`config.mk`:
```
export PLATFORM = sky130hd
export DESIGN_NAME = ex_stage
export DESIGN_NICKNAME = d
export VERILOG_FILES = /design/src/lsu_pkg.sv /design/src/ex_stage.sv
export SDC_FILE = /design/constraint.sdc
export NUM_CORES = 1
export LEC_CHECK = 0
export BUFFER_PORTS_ARGS = -buffer_cell sky130_fd_sc_hd__buf_2
export CAP_MARGIN = 20
export CORE_UTILIZATION = 45
export DETAILED_ROUTE_END_ITERATION = 8
export PLACE_DENSITY = 0.86
export SLEW_MARGIN = 15
export SYNTH_ARGS = -nofsm -noshare
export SYNTH_HDL_FRONTEND = slang
export SYNTH_SLANG_ARGS = --single-unit
```
`constraint.sdc`:
```
create_clock -name clk -period 5.9 [get_ports clk]
set_input_delay 1.18 -clock clk [delete_from_list [all_inputs] [get_ports clk]]
set_output_delay 1.18 -clock clk [all_outputs]
set_load 0.01 [all_outputs]
```
`src/lsu_pkg.sv`:
```
`default_nettype none

package lsu_pkg;

    // data memory timing and size
    localparam int DSRAM_LATENCY    = 2;   // accept to data_ok, in cycles
    localparam int DSRAM_DEPTH_LOG2 = 10;  // 1024 words
    localparam int DSRAM_CNT_W      = $clog2(DSRAM_LATENCY + 1);

    typedef logic [31:0] word_t;     // data word
    typedef logic [31:0] addr_t;     // byte address
    typedef logic [4:0]  reg_idx_t;  // gpr index
    typedef logic [3:0]  strb_t;     // byte write enables

    typedef enum logic [3:0] {
        OP_ADDI  = 4'd0,  // rd = base + offset
        OP_LD_B  = 4'd1,
        OP_LD_BU = 4'd2,
        OP_LD_H  = 4'd3,
        OP_LD_HU = 4'd4,
        OP_LD_W  = 4'd5,
        OP_ST_B  = 4'd6,
        OP_ST_H  = 4'd7,
        OP_ST_W  = 4'd8
    } lsu_op_e;

    // op class helpers, shared by ex and mem stages
    function automatic logic is_load_op(lsu_op_e op);
        return op inside {OP_LD_B, OP_LD_BU, OP_LD_H, OP_LD_HU, OP_LD_W};
    endfunction

    function automatic logic is_store_op(lsu_op_e op);
        return op inside {OP_ST_B, OP_ST_H, OP_ST_W};
    endfunction

    function automatic logic is_mem_op(lsu_op_e op);
        return is_load_op(op) | is_store_op(op);
    endfunction

    // access size, byte accesses are neither
    function automatic logic is_half_op(lsu_op_e op);
        return op inside {OP_LD_H, OP_LD_HU, OP_ST_H};
    endfunction

    function automatic logic is_word_op(lsu_op_e op);
        return op inside {OP_LD_W, OP_ST_W};
    endfunction

endpackage

`default_nettype wire
```
`src/ex_stage.sv`:
```
`default_nettype none

module ex_stage (
    input  logic              clk,
    input  logic              resetn,
    input  logic              in_valid,
    output logic              in_allowin,
    input  lsu_pkg::lsu_op_e  in_op,
    input  lsu_pkg::reg_idx_t in_rd,
    input  lsu_pkg::word_t    in_base,
    input  lsu_pkg::word_t    in_offset,
    input  lsu_pkg::word_t    in_store_data,
    input  logic              mem_allowin,
    output logic              ex_to_mem_valid,
    output lsu_pkg::lsu_op_e  ex_op,
    output lsu_pkg::reg_idx_t ex_rd,
    output lsu_pkg::word_t    ex_addr_result,
    output logic              sram_req,
    output logic              sram_wr,
    output lsu_pkg::strb_t    sram_strb,
    output lsu_pkg::addr_t    sram_addr,
    output lsu_pkg::word_t    sram_wdata,
    input  logic              sram_addr_ok
);
    import lsu_pkg::*;

    logic  ex_valid;
    logic  ex_ready_go;
    logic  ex_is_mem;
    logic  ex_is_half;
    logic  ex_is_word;
    word_t ex_base;
    word_t ex_offset;
    word_t ex_store_data;
    addr_t ex_addr;

    assign ex_is_mem  = is_mem_op(ex_op);
    assign ex_is_half = is_half_op(ex_op);
    assign ex_is_word = is_word_op(ex_op);

    // memory ops leave only once the sram has taken the request
    assign ex_ready_go     = ex_is_mem ? sram_addr_ok : 1'b1;
    assign in_allowin      = ~ex_valid | ex_ready_go & mem_allowin;
    assign ex_to_mem_valid = ex_valid & ex_ready_go;

    always_ff @(posedge clk) begin
        if (!resetn) begin
            ex_valid <= 1'b0;
        end else if (in_allowin) begin
            ex_valid <= in_valid;
        end
    end

    always_ff @(posedge clk) begin
        if (in_valid && in_allowin) begin
            ex_op         <= in_op;
            ex_rd         <= in_rd;
            ex_base       <= in_base;
            ex_offset     <= in_offset;
            ex_store_data <= in_store_data;
        end
    end

    assign ex_addr        = ex_base + ex_offset;
    assign ex_addr_result = ex_addr;

    // request only when mem can take the op on the same edge
    assign sram_req  = ex_valid & ex_is_mem & mem_allowin;
    assign sram_wr   = is_store_op(ex_op);
    assign sram_addr = ex_addr;

    always_comb begin
        if (!is_store_op(ex_op)) begin
            sram_strb = 4'b0000;  // loads write nothing
        end else if (ex_is_word) begin
            sram_strb = 4'b1111;
        end else if (ex_is_half) begin
            sram_strb = ex_addr[1] ? 4'b1100 : 4'b0011;
        end else begin
            sram_strb = 4'b0001 << ex_addr[1:0];
        end
    end

    // replicate store data so every lane carries it
    always_comb begin
        if (ex_is_word) begin
            sram_wdata = ex_store_data;
        end else if (ex_is_half) begin
            sram_wdata = {2{ex_store_data[15:0]}};
        end else begin
            sram_wdata = {4{ex_store_data[7:0]}};
        end
    end

    // an accepted access must be naturally aligned
    a_aligned_access: assert property (@(posedge clk) disable iff (!resetn)
        (sram_req && sram_addr_ok) |-> !(ex_is_half && ex_addr[0])
                                       && !(ex_is_word && ex_addr[1:0] != 2'b00));

endmodule

`default_nettype wire

```
==> results.md <==
* Outcome: complete, no violations
* Tot GR Track Use at 20.20%
* CP endpoint kind: output pin
* Crit share post-route at between 70% and 80%
* Kind of critical path: register to output pin
* Seq/Total Area, Yosys at 54.71%
* Yosys warning count at 0
* RSZ-0062 raised after global routing: no
* # port buffers at 222
* Post-synthesis register bit count at 106
* CTS tree: done
* Critical path arrival at 3090 ps
* Share of the synthesized area in the top cell type at ~54%
* Top_reg_cell synth: edfxtp_1
* Syn-to-layout area delta at 22.35%
* Crit path required time at 4720 ps
* Clk sinks at around 110
* Vias in the first global route at slightly above 4,000
* I/O pin count at around 220
* Reg clk slew, reported paths at 70 ps
* GRT overflow at 0
* Drt total wl at approximately 13,000 um
* Initial antenna violation count at 1
* Worst R2R Path Depth at 6
* Die Span X at ~120 um
* Worst-path maximum fanout at 7
* Sw frac at between 30% and 40%
* Clk_skew at 3.719 ps
* Part of the power in registers at 43.4%
* First-pass GRT wire length at 20,130 um
* Die Ht at around 120 um
* Skew-Pair Late Insertion Delay at between 300 and 400 ps
* CTS Root Cell: clkbuf_16
* Count of cell types in the netlist at 53
* Comb power frac at between 20% and 30%
* CTS Hold Bufs at 0
* Worst hold path type: register to register
* Slowest-stage cell, CP: fa_1
* Worst slew margin at between 40 and 50%
* TritonCTS Buffers at 9
* DR pass1 iterations at 4
* Final setup violation count at 0
* PD cells at ~290 nW/um2
* Area leader, netlist: edfxtp_1
* Register area at 3173 um2
* Post-detail-place hpwl at about 10,000 um
* Mean Syn Cell Area at 12.11 um2
* Starting DRT DRC Count at 264
* Largest net degree at the start of global routing at around 70
* Filler Cell Count at 1,010
* Final hold violation count at 0
* Layout net count at between 800 and 900
* DRT antenna net count at 0
* Overall Power at roughly 2.1 mW
* Critical Path Source Type: register
* Setup TNS at 0 ps
* NetSw at 0.6298 mW
* Layout cells sized above 1 at 40.09%
* Clock Path Buffers at 2
* Lkg Pwr at 3.017 nW
* Hold slack at 569.4 ps
* Internal power at 1.455 mW
* Final Max Slew Viols at 0
* Row count at 41
* Post-CTS Setup Inserts at 0
* Min Clock Period, post-route at roughly 4300 ps
* Mapped Area at 5799 um2
* Peak supply drop at 0.0001800 V
* Drt drc at 0
* Die Area at 13,340 um2
* Worst path cell trace: ha_1, inv_1, fa_1, nor2b_1, o2111ai_1, nand3_1, a31oi_1, o31ai_4, nor4_1, a311oi_1, buf_2
* Vias per cell at around 5.2
* Core ar. at ~13,000 um2
* Synth area leaders: edfxtp_1 (54%), ha_1 (6.7%), buf_4 (5.2%), xnor2_1 (3.3%), mux2_2 (3.1%)
* Drt wl/cell at 16.05 um
* N_diodes at 0
* Slowest Stage Delay on Critical Path at 420 ps
* Multi-input gate area at 2222 um2
* Synth Instances at 479
* Worst Tran Pin Value at 882.4 ps
* EDFF count, synth at 105
* Starting Density at about 46%
* Cts repair resizes at 0
* Max H-tree Level at 3
* Hold path depth at 2
* Clock share of power at 29.3%
* FFs w/ async S/R, synth at 0%
* F_max at 234.4 MHz
* Syn Nets at about 620
* MaxCap Viol Count at 0
* Gp weighted congestion at 0.8438
* Vias at approximately 4,400
## synth_stat cells, types with 4 or more instances
| library cell | number |
|---|---|
| nand2_1 | 40 |
| edfxtp_1 | 105 |
| buf_4 | 40 |
| o21ai_1 | 9 |
| ha_1 | 31 |
| a21oi_1 | 31 |
| a31oi_1 | 5 |
| xnor2_1 | 22 |
| nand4_1 | 5 |
| a21o_1 | 12 |
| o21ai_0 | 20 |
| nor3_1 | 5 |
| nand3_1 | 4 |
| xor2_1 | 8 |
| o21a_1 | 10 |
| clkbuf_1 | 10 |
| mux2i_1 | 10 |
| inv_1 | 13 |
| mux2_2 | 16 |
| buf_2 | 4 |
| nor2_1 | 27 |
## metal layers
layer  GRT usage [%]  wire (um)  vias to the layer above
met5               0          0                        -
met4           8.831        326                        0
met3           6.067       1102                       25
met2           34.25       6676                      202
met1           23.75       5345                     2065
li1                -          -                     2107
## placed cells by master (no fill, tap or decap), types with 3 or more instances in the layout
master / synthesis / layout
buf_2: 4 / 222
edfxtp_1: 105 / 105
nand2_1: 40 / 40
a21oi_1: 31 / 31
ha_1: 31 / 31
nor2_1: 27 / 27
xnor2_1: 22 / 22
o21ai_0: 20 / 20
mux2_2: 16 / 16
inv_1: 13 / 13
a21o_1: 12 / 12
o21a_1: 10 / 10
mux2i_1: 10 / 10
o21ai_1: 9 / 9
clkbuf_16: 0 / 9
xor2_1: 8 / 8
nor3_1: 5 / 5
nand4_1: 5 / 5
a31oi_1: 5 / 5
nand3_1: 4 / 4
a21oi_2: 3 / 3
o211ai_1: 3 / 3
nor2b_1: 3 / 3
nand3b_1: 3 / 3
a21boi_1: 3 / 3
o21bai_1: 3 / 3
clkinv_4: 0 / 3
buf_4: 40 / 3
## state kept, by name (all words and copies together) (netlist names)
register / cells
ex_offset: 32
ex_rd: 5
ex_valid: 1
ex_base: 32
ex_store_data: 32
ex_op: 4
## through the flow
| stage | area, um2 | setup slack (ps) | std cells | utilization (%) |
|---|---|---|---|---|
| after floorplan | 5799 | 1582 | 479 | - |
| after global placement | 6793 | 2060 | 822 | 54.05 |
| after detailed placement | 6793 | 1987 | 822 | 54.05 |
| after CTS | 7096 | 1590 | 838 | 56.46 |
| after global routing | 7096 | 1398 | 838 | 56.46 |
| final | 7096 | 1633 | 838 | 56.46 |
## area by class of cell
| cell class | count | share of cell area (%) |
|---|---|---|
| flip-flops and latches | 106 | 44.72 |
| multi-input cells | 306 | 31.32 |
| repair buffers | 225 | 15.98 |
| clock buffers | 9 | 3.174 |
| well taps | 172 | 3.033 |
| clock inverters | 7 | 1.093 |
| inverters | 13 | 0.6877 |
## worst max-delay path, delay by kind of cell, from the launching register on
family	cells	cell delay (ps)
AO/OA/AOI/OAI	4	1140
buffers and inverters	2	280
flip-flops	1	330
adder cells (fa/ha/maj)	2	580
AND/OR/NAND/NOR	3	410
## kinds of logic after synthesis
logic type	share of synthesized area (%)
flip-flops	54.71
adder cells (fa/ha/maj)	7.033
buffers and inverters	7.012
AO/OA/AOI/OAI	14.35
AND/OR/NAND/NOR	7.530
XOR/XNOR	4.531
multiplexers	4.833
## final timing paths
kind | from | endpoint | slack, ps
setup / recovery | ex_offset[0] | ex_addr_result[26] | 1630
hold / removal | ex_valid | ex_valid | 570
setup reg to reg | ex_op[1] | ex_rd[4] | 2960
hold reg to reg | ex_valid | ex_valid | 570
## power by group through the flow
stage / Clock [mW] / Combinational (mW) / Sequential [mW]
floorplan: 0 / 0.416 / 0.921
global placement: 0 / 0.560 / 0.919
detailed placement: 0 / 0.569 / 0.921
CTS: 0.624 / 0.573 / 0.905
global route: 0.645 / 0.630 / 0.908
finish: 0.611 / 0.570 / 0.904
(Power assumes the default switching activity.)
