[src/lsu_pkg.sv]
`default_nettype none

package lsu_pkg;

    // data memory timing and size
    localparam int DSRAM_LATENCY    = 2;   // accept to data_ok, in cycles
    localparam int DSRAM_DEPTH_LOG2 = 10;  // 1024 words
    localparam int DSRAM_CNT_W      = $clog2(DSRAM_LATENCY + 1);

    typedef logic [31:0] word_t;     // data word
    typedef logic [31:0] addr_t;     // byte address
    typedef logic [4:0]  reg_idx_t;  // gpr index
    typedef logic [3:0]  strb_t;     // byte write enables

    typedef enum logic [3:0] {
        OP_ADDI  = 4'd0,  // rd = base + offset
        OP_LD_B  = 4'd1,
        OP_LD_BU = 4'd2,
        OP_LD_H  = 4'd3,
        OP_LD_HU = 4'd4,
        OP_LD_W  = 4'd5,
        OP_ST_B  = 4'd6,
        OP_ST_H  = 4'd7,
        OP_ST_W  = 4'd8
    } lsu_op_e;

    // op class helpers, shared by ex and mem stages
    function automatic logic is_load_op(lsu_op_e op);
        return op inside {OP_LD_B, OP_LD_BU, OP_LD_H, OP_LD_HU, OP_LD_W};
    endfunction

    function automatic logic is_store_op(lsu_op_e op);
        return op inside {OP_ST_B, OP_ST_H, OP_ST_W};
    endfunction

    function automatic logic is_mem_op(lsu_op_e op);
        return is_load_op(op) | is_store_op(op);
    endfunction

    // access size, byte accesses are neither
    function automatic logic is_half_op(lsu_op_e op);
        return op inside {OP_LD_H, OP_LD_HU, OP_ST_H};
    endfunction

    function automatic logic is_word_op(lsu_op_e op);
        return op inside {OP_LD_W, OP_ST_W};
    endfunction

endpackage

`default_nettype wire
[src/mem_stage.sv]
`default_nettype none

module mem_stage (
    input  logic              clk,
    input  logic              resetn,
    input  logic              ex_to_mem_valid,
    output logic              mem_allowin,
    input  lsu_pkg::lsu_op_e  ex_op,
    input  lsu_pkg::reg_idx_t ex_rd,
    input  lsu_pkg::word_t    ex_addr_result,
    input  logic              wb_allowin,
    input  logic              sram_data_ok,
    input  lsu_pkg::word_t    sram_rdata,
    output logic              mem_to_wb_valid,
    output logic              mem_rf_we,
    output lsu_pkg::reg_idx_t mem_rf_waddr,
    output lsu_pkg::word_t    mem_rf_wdata
);
    import lsu_pkg::*;

    logic        mem_valid;
    logic        mem_requed;  // sram request still outstanding
    logic        mem_ready_go;
    lsu_op_e     mem_op;
    reg_idx_t    mem_rd;
    word_t       mem_addr_result;
    logic [7:0]  byte_sel;
    logic [15:0] half_sel;
    word_t       load_data;

    assign mem_ready_go    = ~mem_requed | sram_data_ok;
    assign mem_allowin     = ~mem_valid | mem_ready_go & wb_allowin;
    assign mem_to_wb_valid = mem_valid & mem_ready_go;

    always_ff @(posedge clk) begin
        if (!resetn) begin
            mem_valid <= 1'b0;
        end else if (mem_allowin) begin
            mem_valid <= ex_to_mem_valid;
        end
    end

    // a memory op enters on the same edge its request is accepted
    always_ff @(posedge clk) begin
        if (!resetn) begin
            mem_requed <= 1'b0;
        end else if (ex_to_mem_valid && mem_allowin) begin
            mem_requed <= is_mem_op(ex_op);
        end else if (sram_data_ok) begin
            mem_requed <= 1'b0;
        end
    end

    always_ff @(posedge clk) begin
        if (ex_to_mem_valid && mem_allowin) begin
            mem_op          <= ex_op;
            mem_rd          <= ex_rd;
            mem_addr_result <= ex_addr_result;
        end
    end

    // lane pick by the low address bits
    always_comb begin
        case (mem_addr_result[1:0])
            2'd0:    byte_sel = sram_rdata[7:0];
            2'd1:    byte_sel = sram_rdata[15:8];
            2'd2:    byte_sel = sram_rdata[23:16];
            default: byte_sel = sram_rdata[31:24];
        endcase
    end

    assign half_sel = mem_addr_result[1] ? sram_rdata[31:16] : sram_rdata[15:0];

    always_comb begin
        case (mem_op)
            OP_LD_B:  load_data = {{24{byte_sel[7]}}, byte_sel};
            OP_LD_BU: load_data = {24'd0, byte_sel};
            OP_LD_H:  load_data = {{16{half_sel[15]}}, half_sel};
            OP_LD_HU: load_data = {16'd0, half_sel};
            default:  load_data = sram_rdata;  // word load
        endcase
    end

    // stores write no register
    assign mem_rf_we    = mem_valid & (mem_op == OP_ADDI || is_load_op(mem_op));
    assign mem_rf_waddr = mem_rd;
    assign mem_rf_wdata = is_load_op(mem_op) ? load_data : mem_addr_result;

    // the sram only answers a request this stage is holding
    a_no_stray_data_ok: assert property (@(posedge clk) disable iff (!resetn)
        sram_data_ok |-> mem_valid && mem_requed);

endmodule

`default_nettype wire

[config.mk]
export PLATFORM = sky130hd
export DESIGN_NAME = mem_stage
export DESIGN_NICKNAME = d
export VERILOG_FILES = /design/src/lsu_pkg.sv /design/src/mem_stage.sv
export SDC_FILE = /design/constraint.sdc
export NUM_CORES = 1
export LEC_CHECK = 0
export BUFFER_PORTS_ARGS = -buffer_cell sky130_fd_sc_hd__clkbuf_2
export CORE_UTILIZATION = 50
export CTS_CLUSTER_DIAMETER = 60
export DETAILED_ROUTE_END_ITERATION = 10
export PLACE_DENSITY_LB_ADDON = 0.2
export SETUP_SLACK_MARGIN = 0.4
export SLEW_MARGIN = 20
export SYNTH_ARGS = -nofsm -noshare
export SYNTH_HDL_FRONTEND = slang
export SYNTH_SLANG_ARGS = --single-unit
export TNS_END_PERCENT = 1
[constraint.sdc]
create_clock -name clk -period 6.98 [get_ports clk]
set_clock_uncertainty 0.15 [all_clocks]
set_input_delay 1.396 -clock clk [delete_from_list [all_inputs] [get_ports clk]]
set_output_delay 1.396 -clock clk [all_outputs]
set_load 0.005 [all_outputs]
==> flow_metrics.env <==
export IMPL_avgViaCountPerCell=5.692
export IMPL_die_w_um=73.35
export IMPL_clock_tree_buffer_depth=2
export IMPL_route_detailed_drc=0
export IMPL_max_capacitance_violation_count=0
export IMPL_max_freq_mhz=213.9
export IMPL_timing_final_setup_violations=0
export IMPL_worst_path_largest_cell_delay_ns=0.52
export IMPL_final_cycle_share_pct=66.99
export IMPL_clkTransAtPathRegs_ns=0.08
export IMPL_cts_tree="done"
export IMPL_post_cts_resize_count=0
export IMPL_clock_insertion_delay_worst_skew_ns=0.29
export IMPL_fp_dieArea_mm2=0.005379
export IMPL_syn_area_per_cell_um2=11.06
export IMPL_drtAntennaViolNets=0
export IMPL_layout_cells_non_filler=406
export IMPL_grt_setup_unrepaired="no"
export IMPL_critPathArrivalTime_ns=3.13
export IMPL_powerDensity_mw_per_mm2=198.4
export IMPL_grt_pass1_wl_um=10090
export IMPL_crit_required_ns=5.43
export IMPL_post_route_worst_hold_slack_ns=0.4665
export IMPL_seq_power_share_pct=48.8
export IMPL_r2r_end="mem_addr_result[24]"
export IMPL_finalNetCount=417
export IMPL_kind_of_start_point_of_the_critical_path="input pin"
export IMPL_yosysSeqAreaShare_pct=49.95
export IMPL_tightestPinTransition_ns=1.087
export IMPL_distinct_cell_type_count_of_the_synthesized_netlist=41
export IMPL_synthToLayoutAreaGrowth_pct=27.58
export IMPL_run_status="completed"
export IMPL_worst_path_buf_inv=2
export IMPL_antenna_diode_count=0
export IMPL_synth_seq_cells=43
export IMPL_groute_usage_overall_pct=25.30
export IMPL_post_synth_inst_count=230
export IMPL_syn_num_nets=308
export IMPL_placement_rows=25
export IMPL_power_report_internal_total_uw=475.9
export IMPL_critical_path_max_fanout=17
export IMPL_critPathKind="input pin to primary output"
export IMPL_place_hpwl_um=4801
export IMPL_cts_made_buffers=5
export IMPL_cts_htree_levels=2
export IMPL_syn_cell_area_mm2=0.002545
export IMPL_reg2regPathDepth=3
export IMPL_timing_final_hold_violations=0
export IMPL_relSlewSlack_pct=27.05
export IMPL_postSynth_asyncResetShare_pct=0
export IMPL_die_height_um=73.35
export IMPL_fraction_of_final_layout_cells_with_drive_strength_greater_than_1_pct=44.25
export IMPL_num_vias=2311
export IMPL_power_net_switching_uw=168.3
export IMPL_drt_wl_total_um=6540
export IMPL_worst_setup_path_end_kind="primary output"
export IMPL_totalNegativeSetupSlack_ns=0
export IMPL_wl_per_cell_um=16.11
export IMPL_timing_hold_worst_start="mem_valid"
export IMPL_postCtsSetupRepairBufs=0
export IMPL_core_mm2=0.004817
export IMPL_power_switching_share_pct=26.12
export IMPL_share_comb_of_total_power_pct=22.0
export IMPL_critical_path_reg2reg_startpoint="mem_requed"
export IMPL_drt_pre_antenna_iters=4
export IMPL_pin_count_of_the_biggest_net_entering_global_routing=42
export IMPL_clockRootBuffer="clkbuf_8"
export IMPL_cts_sink_count=43
export IMPL_num_io_pins=118
export IMPL_dr_first_iter_drc_count=232
export IMPL_ir_drop_mv=0.1486
export IMPL_antenna_violations_before_repair=0
export IMPL_ctsHoldBuffers=0
export IMPL_post_place_cells=399
export IMPL_total_power_uw=644.1
export IMPL_gp_routability_congestion=0.8630
export IMPL_critical_path_slowest_cell="mux4_2"
export IMPL_finalCoreUtilization_pct=67.40
export IMPL_synth_flop_cell="edfxtp_1"
export IMPL_leakage_nw=1.370
export IMPL_family_of_cells_with_the_greatest_summed_delay_on_the_critical_path="compound AO/OA/AOI/OAI gates"
export IMPL_whs_endpoint="mem_requed"
export IMPL_portBuffers=117
export IMPL_worstHoldPathType="flop to flop"
export IMPL_path_cells="clkbuf_2 > mux4_2 > or3_4 > a31oi_4 > a31oi_1 > clkbuf_2"
export IMPL_synth_warning_count=0
export IMPL_minimum_clock_period_after_layout_ns=4.676
export IMPL_clockPowerShare_pct=29.2
export IMPL_floorplan_initialDensity_pct=52.83
export IMPL_timing_max_transition_violations_final=0
export IMPL_via_count_of_the_first_global_routing_pass=2202
export IMPL_synth_edf_count=41
export IMPL_timing_critical_path_mode_cell="clkbuf_2"
export IMPL_min_delay_path_depth=2
export IMPL_regToRegSetupSlack_ns=4.81
export IMPL_global_route_overflow_total=0
-- cell usage after synthesis (3+ instances only) --
library cell	n	area share [%]
mux4_2	8	7.1
o21bai_1	8	2.4
a211oi_1	8	2.4
o221a_2	7	3.1
nor2b_1	5	1.2
o21ai_0	4	0.79
buf_2	6	1.2
or3_1	3	0.74
inv_1	4	0.59
mux2_2	7	3.1
clkbuf_1	8	1.2
nor3_1	9	1.8
edfxtp_1	41	48
a21oi_1	19	3.7
nand2b_1	4	0.98
nand2_1	26	3.8
nor2_1	25	3.7
a22o_1	7	2.4
-- cell usage in the layout (no fill, tap or decap), types with 2 or more instances in the layout --
cell type	synthesis	routed
a211oi_1	8	8
a21boi_0	2	2
a21oi_1	19	19
a22o_1	7	7
a31oi_4	2	2
clkbuf_2	0	117
clkbuf_8	0	5
dfxtp_1	2	2
edfxtp_1	41	41
inv_1	4	4
mux2_2	7	7
mux2i_1	2	2
mux4_2	8	8
nand2_1	26	26
nand2b_1	4	4
nand3_1	2	2
nor2_1	25	25
nor2b_1	5	5
nor3_1	9	9
o21ai_0	4	4
o21ai_1	2	2
o21bai_1	8	8
o221a_2	7	7
o22a_1	2	2
or3_1	3	3
-- worst register-to-register path, cell delays in order (launching register included) --
cell     delay (ns)
dfxtp_1        0.30
nor2b_1        0.15
o21ai_0        0.31
and2_2         0.87
-- power groups by stage --
stage | Clock, mW | Combinational (mW) | Sequential, mW
floorplan | 0 | 0.0856 | 0.311
global placement | 0 | 0.139 | 0.319
detailed placement | 0 | 0.141 | 0.320
CTS | 0.189 | 0.142 | 0.314
global route | 0.198 | 0.155 | 0.317
finish | 0.188 | 0.142 | 0.314
-- routing by layer --
layer  routed length, µm  track usage [%]  up-vias
met2                3187            42.59      111
met3                 571            6.447       16
met1                2628            30.96     1093
met5                   0                0        -
li1                    -                -     1091
met4                 153            10.68        0
-- final cells by class --
cell class                      instances  area [µm²]
Inverter                                4       15.01
Multi-Input combinational cell        168        1189
Timing Repair Buffer                  117       585.6
Clock buffer                            6       72.57
Sequential cell                        43        1271
Fill cell                             419        1570
Tap cell                               67       83.83
Clock inverter                          1       30.03
-- worst max-delay path by stage --
stage                       end      startpoint  cells past startpoint  slack (ns)
2_1_floorplan  mem_rf_wdata[20]  sram_rdata[31]                      5        2.76
3_3_place_gp   mem_rf_wdata[15]  sram_rdata[31]                      6        2.38
3_5_place_dp   mem_rf_wdata[15]  sram_rdata[31]                      6        2.35
4_1_cts        mem_rf_wdata[15]  sram_rdata[31]                      6        2.34
5_1_grt        mem_rf_wdata[21]  sram_rdata[31]                      6        2.25
6_report       mem_rf_wdata[15]  sram_rdata[31]                      6        2.30
-- registers in the layout, summed over array words and instances, names as in the netlist --
| name | count |
|---|---|
| mem_op | 4 |
| mem_requed | 1 |
| mem_rf_waddr | 5 |
| mem_addr_result | 32 |
| mem_valid | 1 |
-- per-stage QoR --
stage	worst slack, ns	area, µm²
final	2.304	3247
after detailed placement	2.348	3144
after global placement	2.377	3144
after global routing	2.254	3247
after floorplan	2.764	2545
after CTS	2.337	3247
-- cell families after synthesis --
family	share of synthesized area [%]
AO/OA/AOI/OAI	20.16
XOR/XNOR	0.6884
flip-flops	49.95
multiplexers	10.96
AND/OR/NAND/NOR	14.85
buffers and inverters	3.392
Power figures use the tool's default switching activity.
