[src/lsu_pkg.sv]
`default_nettype none

package lsu_pkg;

    // data memory timing and size
    localparam int DSRAM_LATENCY    = 2;   // accept to data_ok, in cycles
    localparam int DSRAM_DEPTH_LOG2 = 10;  // 1024 words
    localparam int DSRAM_CNT_W      = $clog2(DSRAM_LATENCY + 1);

    typedef logic [31:0] word_t;     // data word
    typedef logic [31:0] addr_t;     // byte address
    typedef logic [4:0]  reg_idx_t;  // gpr index
    typedef logic [3:0]  strb_t;     // byte write enables

    typedef enum logic [3:0] {
        OP_ADDI  = 4'd0,  // rd = base + offset
        OP_LD_B  = 4'd1,
        OP_LD_BU = 4'd2,
        OP_LD_H  = 4'd3,
        OP_LD_HU = 4'd4,
        OP_LD_W  = 4'd5,
        OP_ST_B  = 4'd6,
        OP_ST_H  = 4'd7,
        OP_ST_W  = 4'd8
    } lsu_op_e;

    // op class helpers, shared by ex and mem stages
    function automatic logic is_load_op(lsu_op_e op);
        return op inside {OP_LD_B, OP_LD_BU, OP_LD_H, OP_LD_HU, OP_LD_W};
    endfunction

    function automatic logic is_store_op(lsu_op_e op);
        return op inside {OP_ST_B, OP_ST_H, OP_ST_W};
    endfunction

    function automatic logic is_mem_op(lsu_op_e op);
        return is_load_op(op) | is_store_op(op);
    endfunction

    // access size, byte accesses are neither
    function automatic logic is_half_op(lsu_op_e op);
        return op inside {OP_LD_H, OP_LD_HU, OP_ST_H};
    endfunction

    function automatic logic is_word_op(lsu_op_e op);
        return op inside {OP_LD_W, OP_ST_W};
    endfunction

endpackage

`default_nettype wire
[src/wb_stage.sv]
`default_nettype none

module wb_stage (
    input  logic              clk,
    input  logic              resetn,
    input  logic              mem_to_wb_valid,
    input  logic              mem_rf_we,
    input  lsu_pkg::reg_idx_t mem_rf_waddr,
    input  lsu_pkg::word_t    mem_rf_wdata,
    output logic              wb_allowin,
    output logic              retire_valid,
    output logic              retire_we,
    output lsu_pkg::reg_idx_t retire_waddr,
    output lsu_pkg::word_t    retire_wdata
);
    import lsu_pkg::*;

    logic     wb_valid;
    logic     wb_we;
    reg_idx_t wb_waddr;
    word_t    wb_wdata;

    assign wb_allowin = 1'b1;  // last stage, always ready to go

    always_ff @(posedge clk) begin
        if (!resetn) begin
            wb_valid <= 1'b0;
        end else if (wb_allowin) begin
            wb_valid <= mem_to_wb_valid;
        end
    end

    always_ff @(posedge clk) begin
        if (mem_to_wb_valid && wb_allowin) begin
            wb_we    <= mem_rf_we;
            wb_waddr <= mem_rf_waddr;
            wb_wdata <= mem_rf_wdata;
        end
    end

    assign retire_valid = wb_valid;
    assign retire_we    = wb_valid & wb_we & (wb_waddr != 5'd0);  // r0 stays zero
    assign retire_waddr = wb_waddr;
    assign retire_wdata = wb_wdata;

endmodule

`default_nettype wire

[config.mk]
export PLATFORM = sky130hd
export DESIGN_NAME = wb_stage
export DESIGN_NICKNAME = d
export VERILOG_FILES = /design/src/lsu_pkg.sv /design/src/wb_stage.sv
export SDC_FILE = /design/constraint.sdc
export NUM_CORES = 1
export LEC_CHECK = 0
export BUFFER_PORTS_ARGS = -buffer_cell sky130_fd_sc_hd__buf_4
export CAP_MARGIN = 10
export CORE_MARGIN = 2
export CORE_UTILIZATION = 30
export CTS_BUF_LIST = sky130_fd_sc_hd__clkbuf_2 sky130_fd_sc_hd__clkbuf_4 sky130_fd_sc_hd__clkbuf_8
export CTS_CLUSTER_DIAMETER = 150
export DETAILED_ROUTE_END_ITERATION = 8
export PLACE_DENSITY = 0.67
export SYNTH_ARGS = -nofsm -noshare
export SYNTH_HDL_FRONTEND = slang
export SYNTH_SLANG_ARGS = --single-unit
[constraint.sdc]
create_clock -name clk -period 1.3 [get_ports clk]
set_clock_uncertainty 0.1 [all_clocks]
set_input_delay 0.195 -clock clk [delete_from_list [all_inputs] [get_ports clk]]
set_output_delay 0.195 -clock clk [all_outputs]
set_load 0.005 [all_outputs]
==> out/metrics.cfg, run 1 <==
[min_path]
hold_path_class = input port to register

[layout]
layout_commonest_cell = buf_4
n_antenna_cell = 0
fill_cells = 288
final_cell_mix = buf_4 (81), dlygate4sd3_1 (38), edfxtp_1 (38), clkbuf_8 (5), buf_6 (4)
nets = 215
syn2layout_area_growth_pct = 99.6
drive_above_1_share = 0.526
final_util = 0.637

[logic_synthesis]
syn_inst = 44
synth_nets = 85
synth_area_per_cell_um2 = 27.2
synth_seq_cells = 39
ys_seq_area_frac = 0.972
synth_warnings = 0
netlist_area_mm2 = 0.00119
ys_types = 7

[power]
internal_power_mw = 2.16
p_leak_nw = 1.02
p_sw_mw = 0.511
p_comb_frac = 0.149
p_seq_frac = 0.569
peakVddDrop_mv = 0.708
swShare = 0.191
power_mw = 2.67
p_clk_frac = 0.283
power.density_mw_per_mm2 = 1120

[cts]
htreeDepth = 2
cts.root.buffer_cell = clkbuf_8
cts_sinks = 39
cts_buffer_depth = 2
clk_pin_slew_worst_paths_ns = 0.06
cts_buffers = 5
cts_tree = built

[grt]
met3_usage = 0.0557
track_usage = 0.130
first_global_vias = 982
grt_antenna_before_repair = 0
grt_overflow = 0
busiest_layer = met2
met1_usage = 0.113
grt_pass1_wl_um = 4080
grt_max_degree = 24
grtUsageMet2 = 0.231

[worst_setup_path]
cp-end-kind = primary output
critPathMaxStageDelay_ns = 0.38
critical_path_required_ns = 1.00
crit_path_top_delay_cell = or3_1
cp_cell_sequence = or3_1 > o311a_1 > buf_4
start_kind = register
crit_type = register to primary output
arrival_ns = 1.47
crit_fanout = 2

[route]
vias_per_cell = 4.14
drt_first_pass_iters = 4
num_vias = 924
routed_wl_um = 2830
wl_per_cell_um = 12.7
ant_nets = 0
first_iter_violations = 16
drc = 0

[sta]
rsz0062_at_grt = true
report.final.hold_viol_count = 0
setup_viol = 1
final.setup.worst_slack_ns = -0.461
tns_ns = -0.461
clock.fmax_ghz = 0.568
finalCritPeriodShare = 1.35
maxSlewViolCount = 0
period_needed_ns = 1.76
timing.hold.ws_ns = 0.0259

[floorplan]
die_area_mm2 = 0.00450
rows = 22
io_pins = 81
die_x_um = 67.1
coreArea_mm2 = 0.00374
dieHeight_um = 67.1
initial_core_util = 0.319

[placement]
io_buffers = 79
dp_slack_ns = -0.151
gp_congestion = 0.714

[status]
violations = setup timing
status = finished, violations left

[run]
max-cap-violations = 0

[synth_stat cells]
cell type / count / share of area
conb_1: 1 / 0.0031
edfxtp_1: 38 / 0.95
and2_1: 1 / 0.0052
or3_1: 1 / 0.0052
o311a_1: 1 / 0.0084
buf_4: 1 / 0.0063
dfxtp_1: 1 / 0.017
[final cells by class]
class | count | area, um2 | area share
multi-input combinational | 4 | 26.3 | 0.0110
tap | 48 | 60.1 | 0.0252
clock inverter | 2 | 7.51 | 0.00315
sequential | 39 | 1160 | 0.487
clock buffer | 6 | 76.3 | 0.0320
timing repair buffer | 124 | 1050 | 0.442
[cells by family after synthesis]
| group | synth area share |
|---|---|
| buffers and inverters | 0.00629 |
| other | 0.00314 |
| AO/OA/AOI/OAI | 0.00838 |
| AND/OR/NAND/NOR | 0.0105 |
| flip-flops | 0.972 |
[power by group through the flow]
stage	logic [mW]	clock network [mW]	registers, mW
after floorplan	0.00665	0	1.56
after global placement	0.288	0	1.54
after detailed placement	0.293	0	1.55
after CTS	0.384	0.781	1.52
after global routing	0.427	0.832	1.53
final	0.397	0.755	1.52
[worst max-delay path: cells and delay by family (launching register included)]
family | cells | cell delay [ns]
buf+inv | 1 | 0.14
flops | 1 | 0.37
simple gates | 1 | 0.38
compound gates | 1 | 0.30
[flip-flops by register name (all words and copies together) (netlist names)]
signal and cells:
retire_wdata 32, retire_valid 1, retire_waddr 5, wb_we 1
[layer usage]
| layer | up-vias | part of all wire | wire (um) |
|---|---|---|---|
| met3 | 10 | 0.099 | 281 |
| li1 | 430 | - | - |
| met5 | - | 0 | 0 |
| met1 | 423 | 0.30 | 861 |
| met2 | 61 | 0.57 | 1610 |
| met4 | 0 | 0.029 | 81 |
[stage by stage]
| stage | cell area (um2) | instances |
|---|---|---|
| 6_report | 2380 | 223 |
| 5_1_grt | 2380 | 223 |
| 2_1_floorplan | 1190 | 44 |
| 3_5_place_dp | 1890 | 175 |
| 4_1_cts | 2350 | 221 |
| 3_3_place_gp | 1890 | 175 |
[path summary, 6_finish.rpt]
kind | end | startpoint | slack [ns] | cells after the start
setup / recovery | retire_we | retire_waddr[4]$_DFFE_PP_ | -0.46 | 3
hold / removal | retire_valid$_SDFF_PN0_ | resetn | 0.03 | 2
[timing repair]
action / in CTS / in global routing
setup endpoints to repair: 1 / 1
setup buffers: 0 / 2
hold buffers: 38 / 0
hold endpoints to repair: 38 / 0
resized for setup: 0 / 4
pin swaps: 1 / 1
No activity file was read; power rests on OpenSTA's default activity.
==> run 2: changes to the inputs <==
--- a/config.mk
+++ b/config.mk
@@ -8,11 +8,11 @@
 export BUFFER_PORTS_ARGS = -buffer_cell sky130_fd_sc_hd__buf_4
 export CAP_MARGIN = 10
 export CORE_MARGIN = 2
-export CORE_UTILIZATION = 30
+export CORE_UTILIZATION = 34
 export CTS_BUF_LIST = sky130_fd_sc_hd__clkbuf_2 sky130_fd_sc_hd__clkbuf_4 sky130_fd_sc_hd__clkbuf_8
 export CTS_CLUSTER_DIAMETER = 150
 export DETAILED_ROUTE_END_ITERATION = 8
-export PLACE_DENSITY = 0.67
+export PLACE_DENSITY = 0.74
 export SYNTH_ARGS = -nofsm -noshare
 export SYNTH_HDL_FRONTEND = slang
 export SYNTH_SLANG_ARGS = --single-unit
==> run 2 against run 1 <==
Net effect: the run still ends with setup timing left; die area shrank 11%; combinational power shrank 2%; maximum frequency shrank 4.5%; non-clock buffer count shrank 2; routed wire length shrank 1.9%; first-iteration DRC count shrank 19%; critical endpoint unchanged; hold slack gained 0.098 ns.
==> out/metrics.cfg, run 2 (synthesized netlist as in run 1, its figures left out) <==
[status]
status = finished, violations left
violations = setup timing

[placement]
io_buffers = 79  ; unchanged
dpl_cell_area_mm2 = 0.00189  ; -0.26%
dpl.hpwl_um = 1720
gp_congestion = 0.657  ; -8.0%

[cts]
cts_sinks = 39  ; unchanged
clk_pin_slew_worst_paths_ns = 0.11  ; +0.05 ns
cts.root.buffer_cell = clkbuf_4
cts_buffer_depth = 2  ; unchanged
cts_tree = built
cts_buffers = 5  ; unchanged
htreeDepth = 2  ; unchanged

[sta]
clock.fmax_ghz = 0.542  ; -4.5%
finalCritPeriodShare = 1.42  ; +0.0634
final.setup.worst_slack_ns = -0.544  ; -0.0824 ns
period_needed_ns = 1.84  ; +0.0824 ns
report.final.hold_viol_count = 0  ; unchanged
setup_viol = 1  ; unchanged
maxSlewViolCount = 0  ; unchanged
rsz0062_at_grt = true

[power]
p_comb_frac = 0.146  ; -0.003
peakVddDrop_mv = 0.561  ; -21%
swShare = 0.189  ; -0.00212
p_leak_nw = 1.01  ; -0.78%
p_clk_frac = 0.284  ; about the same
p_seq_frac = 0.569  ; about the same
internal_power_mw = 2.16  ; +0.17%
p_sw_mw = 0.505  ; -1.2%
power.density_mw_per_mm2 = 1130  ; +0.49%

[worst_setup_path]
start_kind = register
cp-end-kind = primary output
crit_path_top_delay_cell = edfxtp_1
crit_buf_inv = 1  ; unchanged
arrival_ns = 1.55  ; +0.08 ns
critical_path_required_ns = 1.00  ; about the same
critPathMaxStageDelay_ns = 0.39  ; about the same
crit_type = register to primary output
crit_fanout = 2  ; unchanged
cp_cell_sequence = or3_1 > o311a_1 > buf_4
path_delay_family = flip-flops

[floorplan]
rows = 21  ; -4.5%
die_x_um = 63.3  ; -5.7%
dieHeight_um = 63.3  ; -5.7%
initial_core_util = 0.355  ; +0.0361
coreArea_mm2 = 0.00336  ; -10%
io_pins = 81  ; unchanged
die_area_mm2 = 0.00400  ; -11%

[layout]
multi_input_area_um2 = 26.3  ; unchanged
fill_cells = 244  ; -15%
nets = 213  ; -0.93%
final_util = 0.705  ; +0.0680
largest_register_ffs = 32  ; unchanged
n_antenna_cell = 0  ; unchanged
layout_commonest_cell = buf_4
drive_above_1_share = 0.520  ; -0.00548
final_cell_mix = buf_4 (78), dlygate4sd3_1 (39), edfxtp_1 (38), clkbuf_4 (5), buf_6 (3)
seqCellArea_mm2 = 0.00116  ; unchanged
syn2layout_area_growth_pct = 98.4
final_area_mm2 = 0.00237  ; -0.58%

[min_path]
hold_path_class = input port to register

[route]
first_iter_violations = 13  ; -3
wl_per_cell_um = 12.7  ; -0.11%
drt_first_pass_iters = 4  ; unchanged
num_vias = 904  ; -2.2%
routed_wl_um = 2780  ; -1.9%
vias_per_cell = 4.13  ; -0.38%
ant_nets = 0  ; unchanged
drc = 0  ; unchanged

[grt]
grt_overflow = 0  ; unchanged
grt_pass1_wl_um = 4330  ; +5.9%
track_usage = 0.149  ; +0.0184
grt_max_degree = 15  ; -38%
grt_antenna_before_repair = 0  ; unchanged
first_global_vias = 990  ; +0.81%

[run]
max-cap-violations = 0  ; unchanged

-- run 2: routing by layer --
layer | wire length [um] | global-route usage | part of all wire | vias up
li1 | - | - | - | 429
met1 | 1030 | 0.166 | 0.37 | 419
met2 | 1500 | 0.255 | 0.54 | 50
met3 | 208 | 0.0536 | 0.075 | 6
met4 | 44 | 0.0652 | 0.016 | 0
met5 | 0 | 0 | 0 | -
-- run 2: stage by stage --
step                std cells  TNS, ns  setup WS (ns)  power [mW]  hold slack, ns
finish                    219   -0.544         -0.544        2.67           0.124
global route              219   -0.670         -0.606        2.79           0.101
CTS                       219   -0.540         -0.540        2.69           0.113
detailed placement        171   -0.168         -0.168        1.84           0.274
global placement          171   -0.132         -0.132        1.83           0.274
floorplan                  44  -0.0330        -0.0330        1.56           0.194
-- run 2: power by group through the flow --
stage	logic (mW)	clock network, mW	registers (mW)
6_report	0.391	0.759	1.52
2_1_floorplan	0.00665	0	1.56
3_3_place_gp	0.285	0	1.54
5_1_grt	0.417	0.845	1.53
4_1_cts	0.386	0.791	1.52
3_5_place_dp	0.290	0	1.55
-- run 2: path summary, 6_finish.rpt --
path / from / end / slack [ns] / cells after the start
worst max-delay path: retire_waddr[2]$_DFFE_PP_ / retire_we / -0.54 / 3
worst min-delay path: mem_to_wb_valid / retire_wdata[16]$_DFFE_PP_ / 0.12 / 1
-- run 2: repair_timing --
item / CTS / global route
buffers inserted: 1 / 0
setup endpoints to repair: 1 / 3
endpoints found under the hold margin: 39 / 0
hold buffers: 39 / 0
gates resized for setup: 0 / 3
pin swaps: 0 / 1
-- run 2: final cells by class --
cell class,instances,share of cell area
flip-flops and latches,39,0.490
repair buffers,122,0.443
multi-input cells,4,0.0111
clock inverters,3,0.0164
clock buffers,5,0.0158
well taps,46,0.0243
==> run 3: changes to the inputs <==
--- a/config.mk
+++ b/config.mk
@@ -8,11 +8,11 @@
 export BUFFER_PORTS_ARGS = -buffer_cell sky130_fd_sc_hd__buf_4
 export CAP_MARGIN = 10
 export CORE_MARGIN = 2
-export CORE_UTILIZATION = 34
+export CORE_UTILIZATION = 40
 export CTS_BUF_LIST = sky130_fd_sc_hd__clkbuf_2 sky130_fd_sc_hd__clkbuf_4 sky130_fd_sc_hd__clkbuf_8
 export CTS_CLUSTER_DIAMETER = 150
 export DETAILED_ROUTE_END_ITERATION = 8
-export PLACE_DENSITY = 0.74
+export PLACE_DENSITY = 0.84
 export SYNTH_ARGS = -nofsm -noshare
 export SYNTH_HDL_FRONTEND = slang
 export SYNTH_SLANG_ARGS = --single-unit
==> run 3 against run 2 <==
Net effect: the run ends with DRC, setup timing left; final area is 1.0% lower; utilization increased by 13 points; first-iteration DRC count increased by 100%; routed wire length increased by 12%; maximum frequency decreased by 1.8%; combinational power grew 3%; clock power is 18% lower; critical endpoint unchanged; largest cell class unchanged.
==> out/metrics.cfg, run 3 (synthesized netlist as in run 1, its figures left out) <==
[status]
status = finished, violations left
violations = DRC, setup timing

[min_path]
hold_path_class = input port to register
worstHoldPathCells = 2  ; +1
worstHoldEndpoint = retire_wdata[24]$_DFFE_PP_
worstHoldStart = mem_to_wb_valid

[sta]
finalCritPeriodShare = 1.44  ; +0.0265
setup_viol = 4  ; +3
final.setup.worst_slack_ns = -0.578  ; -0.0344 ns
period_needed_ns = 1.88  ; +0.0344 ns
tns_ns = -0.705  ; -0.162 ns
rsz0062_at_grt = true
maxSlewViolCount = 0  ; unchanged
report.final.hold_viol_count = 0  ; unchanged
clock.fmax_ghz = 0.533  ; -1.8%

[cts]
cts_sinks = 39  ; unchanged
clk_pin_slew_worst_paths_ns = 0.10  ; about the same
cts_buffers = 5  ; unchanged
cts_buffer_depth = 2  ; unchanged
cts.root.buffer_cell = clkbuf_4
cts_tree = built
htreeDepth = 2  ; unchanged

[worst_setup_path]
arrival_ns = 1.58  ; +0.03 ns
critical_path_required_ns = 1.00  ; about the same
critPathMaxStageDelay_ns = 0.42  ; +0.03 ns
cp-end-kind = primary output
cp_cell_sequence = or3_4 > o311a_1 > buf_4
crit_path_top_delay_cell = edfxtp_1
crit_fanout = 2  ; unchanged
start_kind = register
crit_type = register to primary output

[floorplan]
io_pins = 81  ; unchanged
die_area_mm2 = 0.00344  ; -14%
coreArea_mm2 = 0.00281  ; -17%
dieHeight_um = 58.7  ; -7.3%
rows = 19  ; -9.5%
initial_core_util = 0.426  ; +0.0707
die_x_um = 58.7  ; -7.3%

[route]
first_iter_violations = 26  ; +13
drc = 5  ; +5
drt_first_pass_iters = 6  ; +2
wl_per_cell_um = 15.1  ; +19%
vias_per_cell = 4.46  ; +8.1%
ant_nets = 0  ; unchanged
routed_wl_um = 3120  ; +12%
num_vias = 919  ; +1.7%

[layout]
n_antenna_cell = 0  ; unchanged
layout_commonest_cell = buf_4
fill_cells = 153  ; -37%
nets = 215  ; +0.94%
final_util = 0.837  ; +0.132
largest_register_ffs = 32  ; unchanged
drive_above_1_share = 0.537  ; +0.0169
syn2layout_area_growth_pct = 96.4
final_cell_mix = buf_4 (80), dlygate4sd3_1 (39), edfxtp_1 (38), clkbuf_4 (8), buf_6 (4)
final_area_mm2 = 0.00235  ; -1.0%

[grt]
grt_pass1_wl_um = 4530  ; +4.6%
track_usage = 0.189  ; +0.0401
grt_max_degree = 23  ; +8
grt_antenna_before_repair = 0  ; unchanged
first_global_vias = 1027  ; +3.7%
grt_overflow = 0  ; unchanged

[placement]
gp_congestion = 0.649  ; -1.1%
dpl_cell_area_mm2 = 0.00187  ; -0.86%
dp_slack_ns = -0.173  ; -0.00510 ns
io_buffers = 79  ; unchanged

[power]
internal_power_mw = 2.05  ; -5.2%
p_clk_frac = 0.245  ; -0.039
power.density_mw_per_mm2 = 1090  ; -3.5%
swShare = 0.195  ; +0.00610
p_comb_frac = 0.158  ; +0.012
p_sw_mw = 0.498  ; -1.4%
peakVddDrop_mv = 0.766  ; +37%
p_leak_nw = 1.01  ; +0.19%
power_mw = 2.55  ; -4.4%
p_seq_frac = 0.597  ; +0.028

[run]
max-cap-violations = 0  ; unchanged

[run 3: cell types whose count changed in the layout (fill, tap and decap cells not counted), sizes merged]
cell and delta:
bufinv -1, clkbuf +3, buf +2, clkinv -2
[run 3: how the worst max path moves through the flow]
stage | endpoint | start | depth (start not counted) | slack (ns)
after floorplan | retire_we | retire_waddr[3]$_DFFE_PP_ | 2 | -0.03
after global placement | retire_we | retire_waddr[3]$_DFFE_PP_ | 3 | -0.13
after detailed placement | retire_we | retire_waddr[3]$_DFFE_PP_ | 3 | -0.17
after CTS | retire_we | retire_waddr[4]$_DFFE_PP_ | 3 | -0.54
after global routing | retire_we | retire_waddr[4]$_DFFE_PP_ | 3 | -0.63
final | retire_we | retire_waddr[4]$_DFFE_PP_ | 3 | -0.58
[run 3: critical path, delay by kind of cell (launching register included)]
family / cells / cell delay, ns
AOI/OAI and AO/OA: 1 / 0.29
DFF: 1 / 0.42
buffers and inverters: 1 / 0.14
and+or+nand+nor: 1 / 0.41
[run 3: timing repair]
action                                  4_1_cts  5_1_grt
hold endpoints to repair                     39        0
buffers inserted                              2        2
gates resized for setup                       3        2
pin swaps                                     1        0
endpoints found under the setup margin        2        4
hold buffers                                 39        0
[run 3: metrics by stage]
stage               cells  hold WS (ns)
CTS                   206         0.139
global placement      158         0.274
global route          206         0.152
finish                206         0.161
detailed placement    158         0.274
floorplan              44         0.194
[run 3: power by group through the flow]
stage | logic [mW] | registers [mW] | clock network, mW
2_1_floorplan | 0.00665 | 1.56 | 0
3_3_place_gp | 0.285 | 1.54 | 0
3_5_place_dp | 0.292 | 1.55 | 0
4_1_cts | 0.394 | 1.52 | 0.652
5_1_grt | 0.429 | 1.53 | 0.687
6_report | 0.402 | 1.52 | 0.625
[run 3: metal layers]
metal	wire (um)	up-vias	global-route usage
li1	-	434	-
met1	996	433	0.159
met2	1800	47	0.382
met3	267	5	0.0725
met4	48	0	0.0714
met5	0	-	0
[run 3: cell type report]
type | instances | area, um2 | share of cell area
Sequential cell | 39 | 1160 | 0.495
Timing Repair Buffer | 124 | 1060 | 0.450
Clock buffer | 8 | 60.1 | 0.0256
Tap cell | 31 | 38.8 | 0.0165
Multi-Input combinational cell | 4 | 31.3 | 0.0133
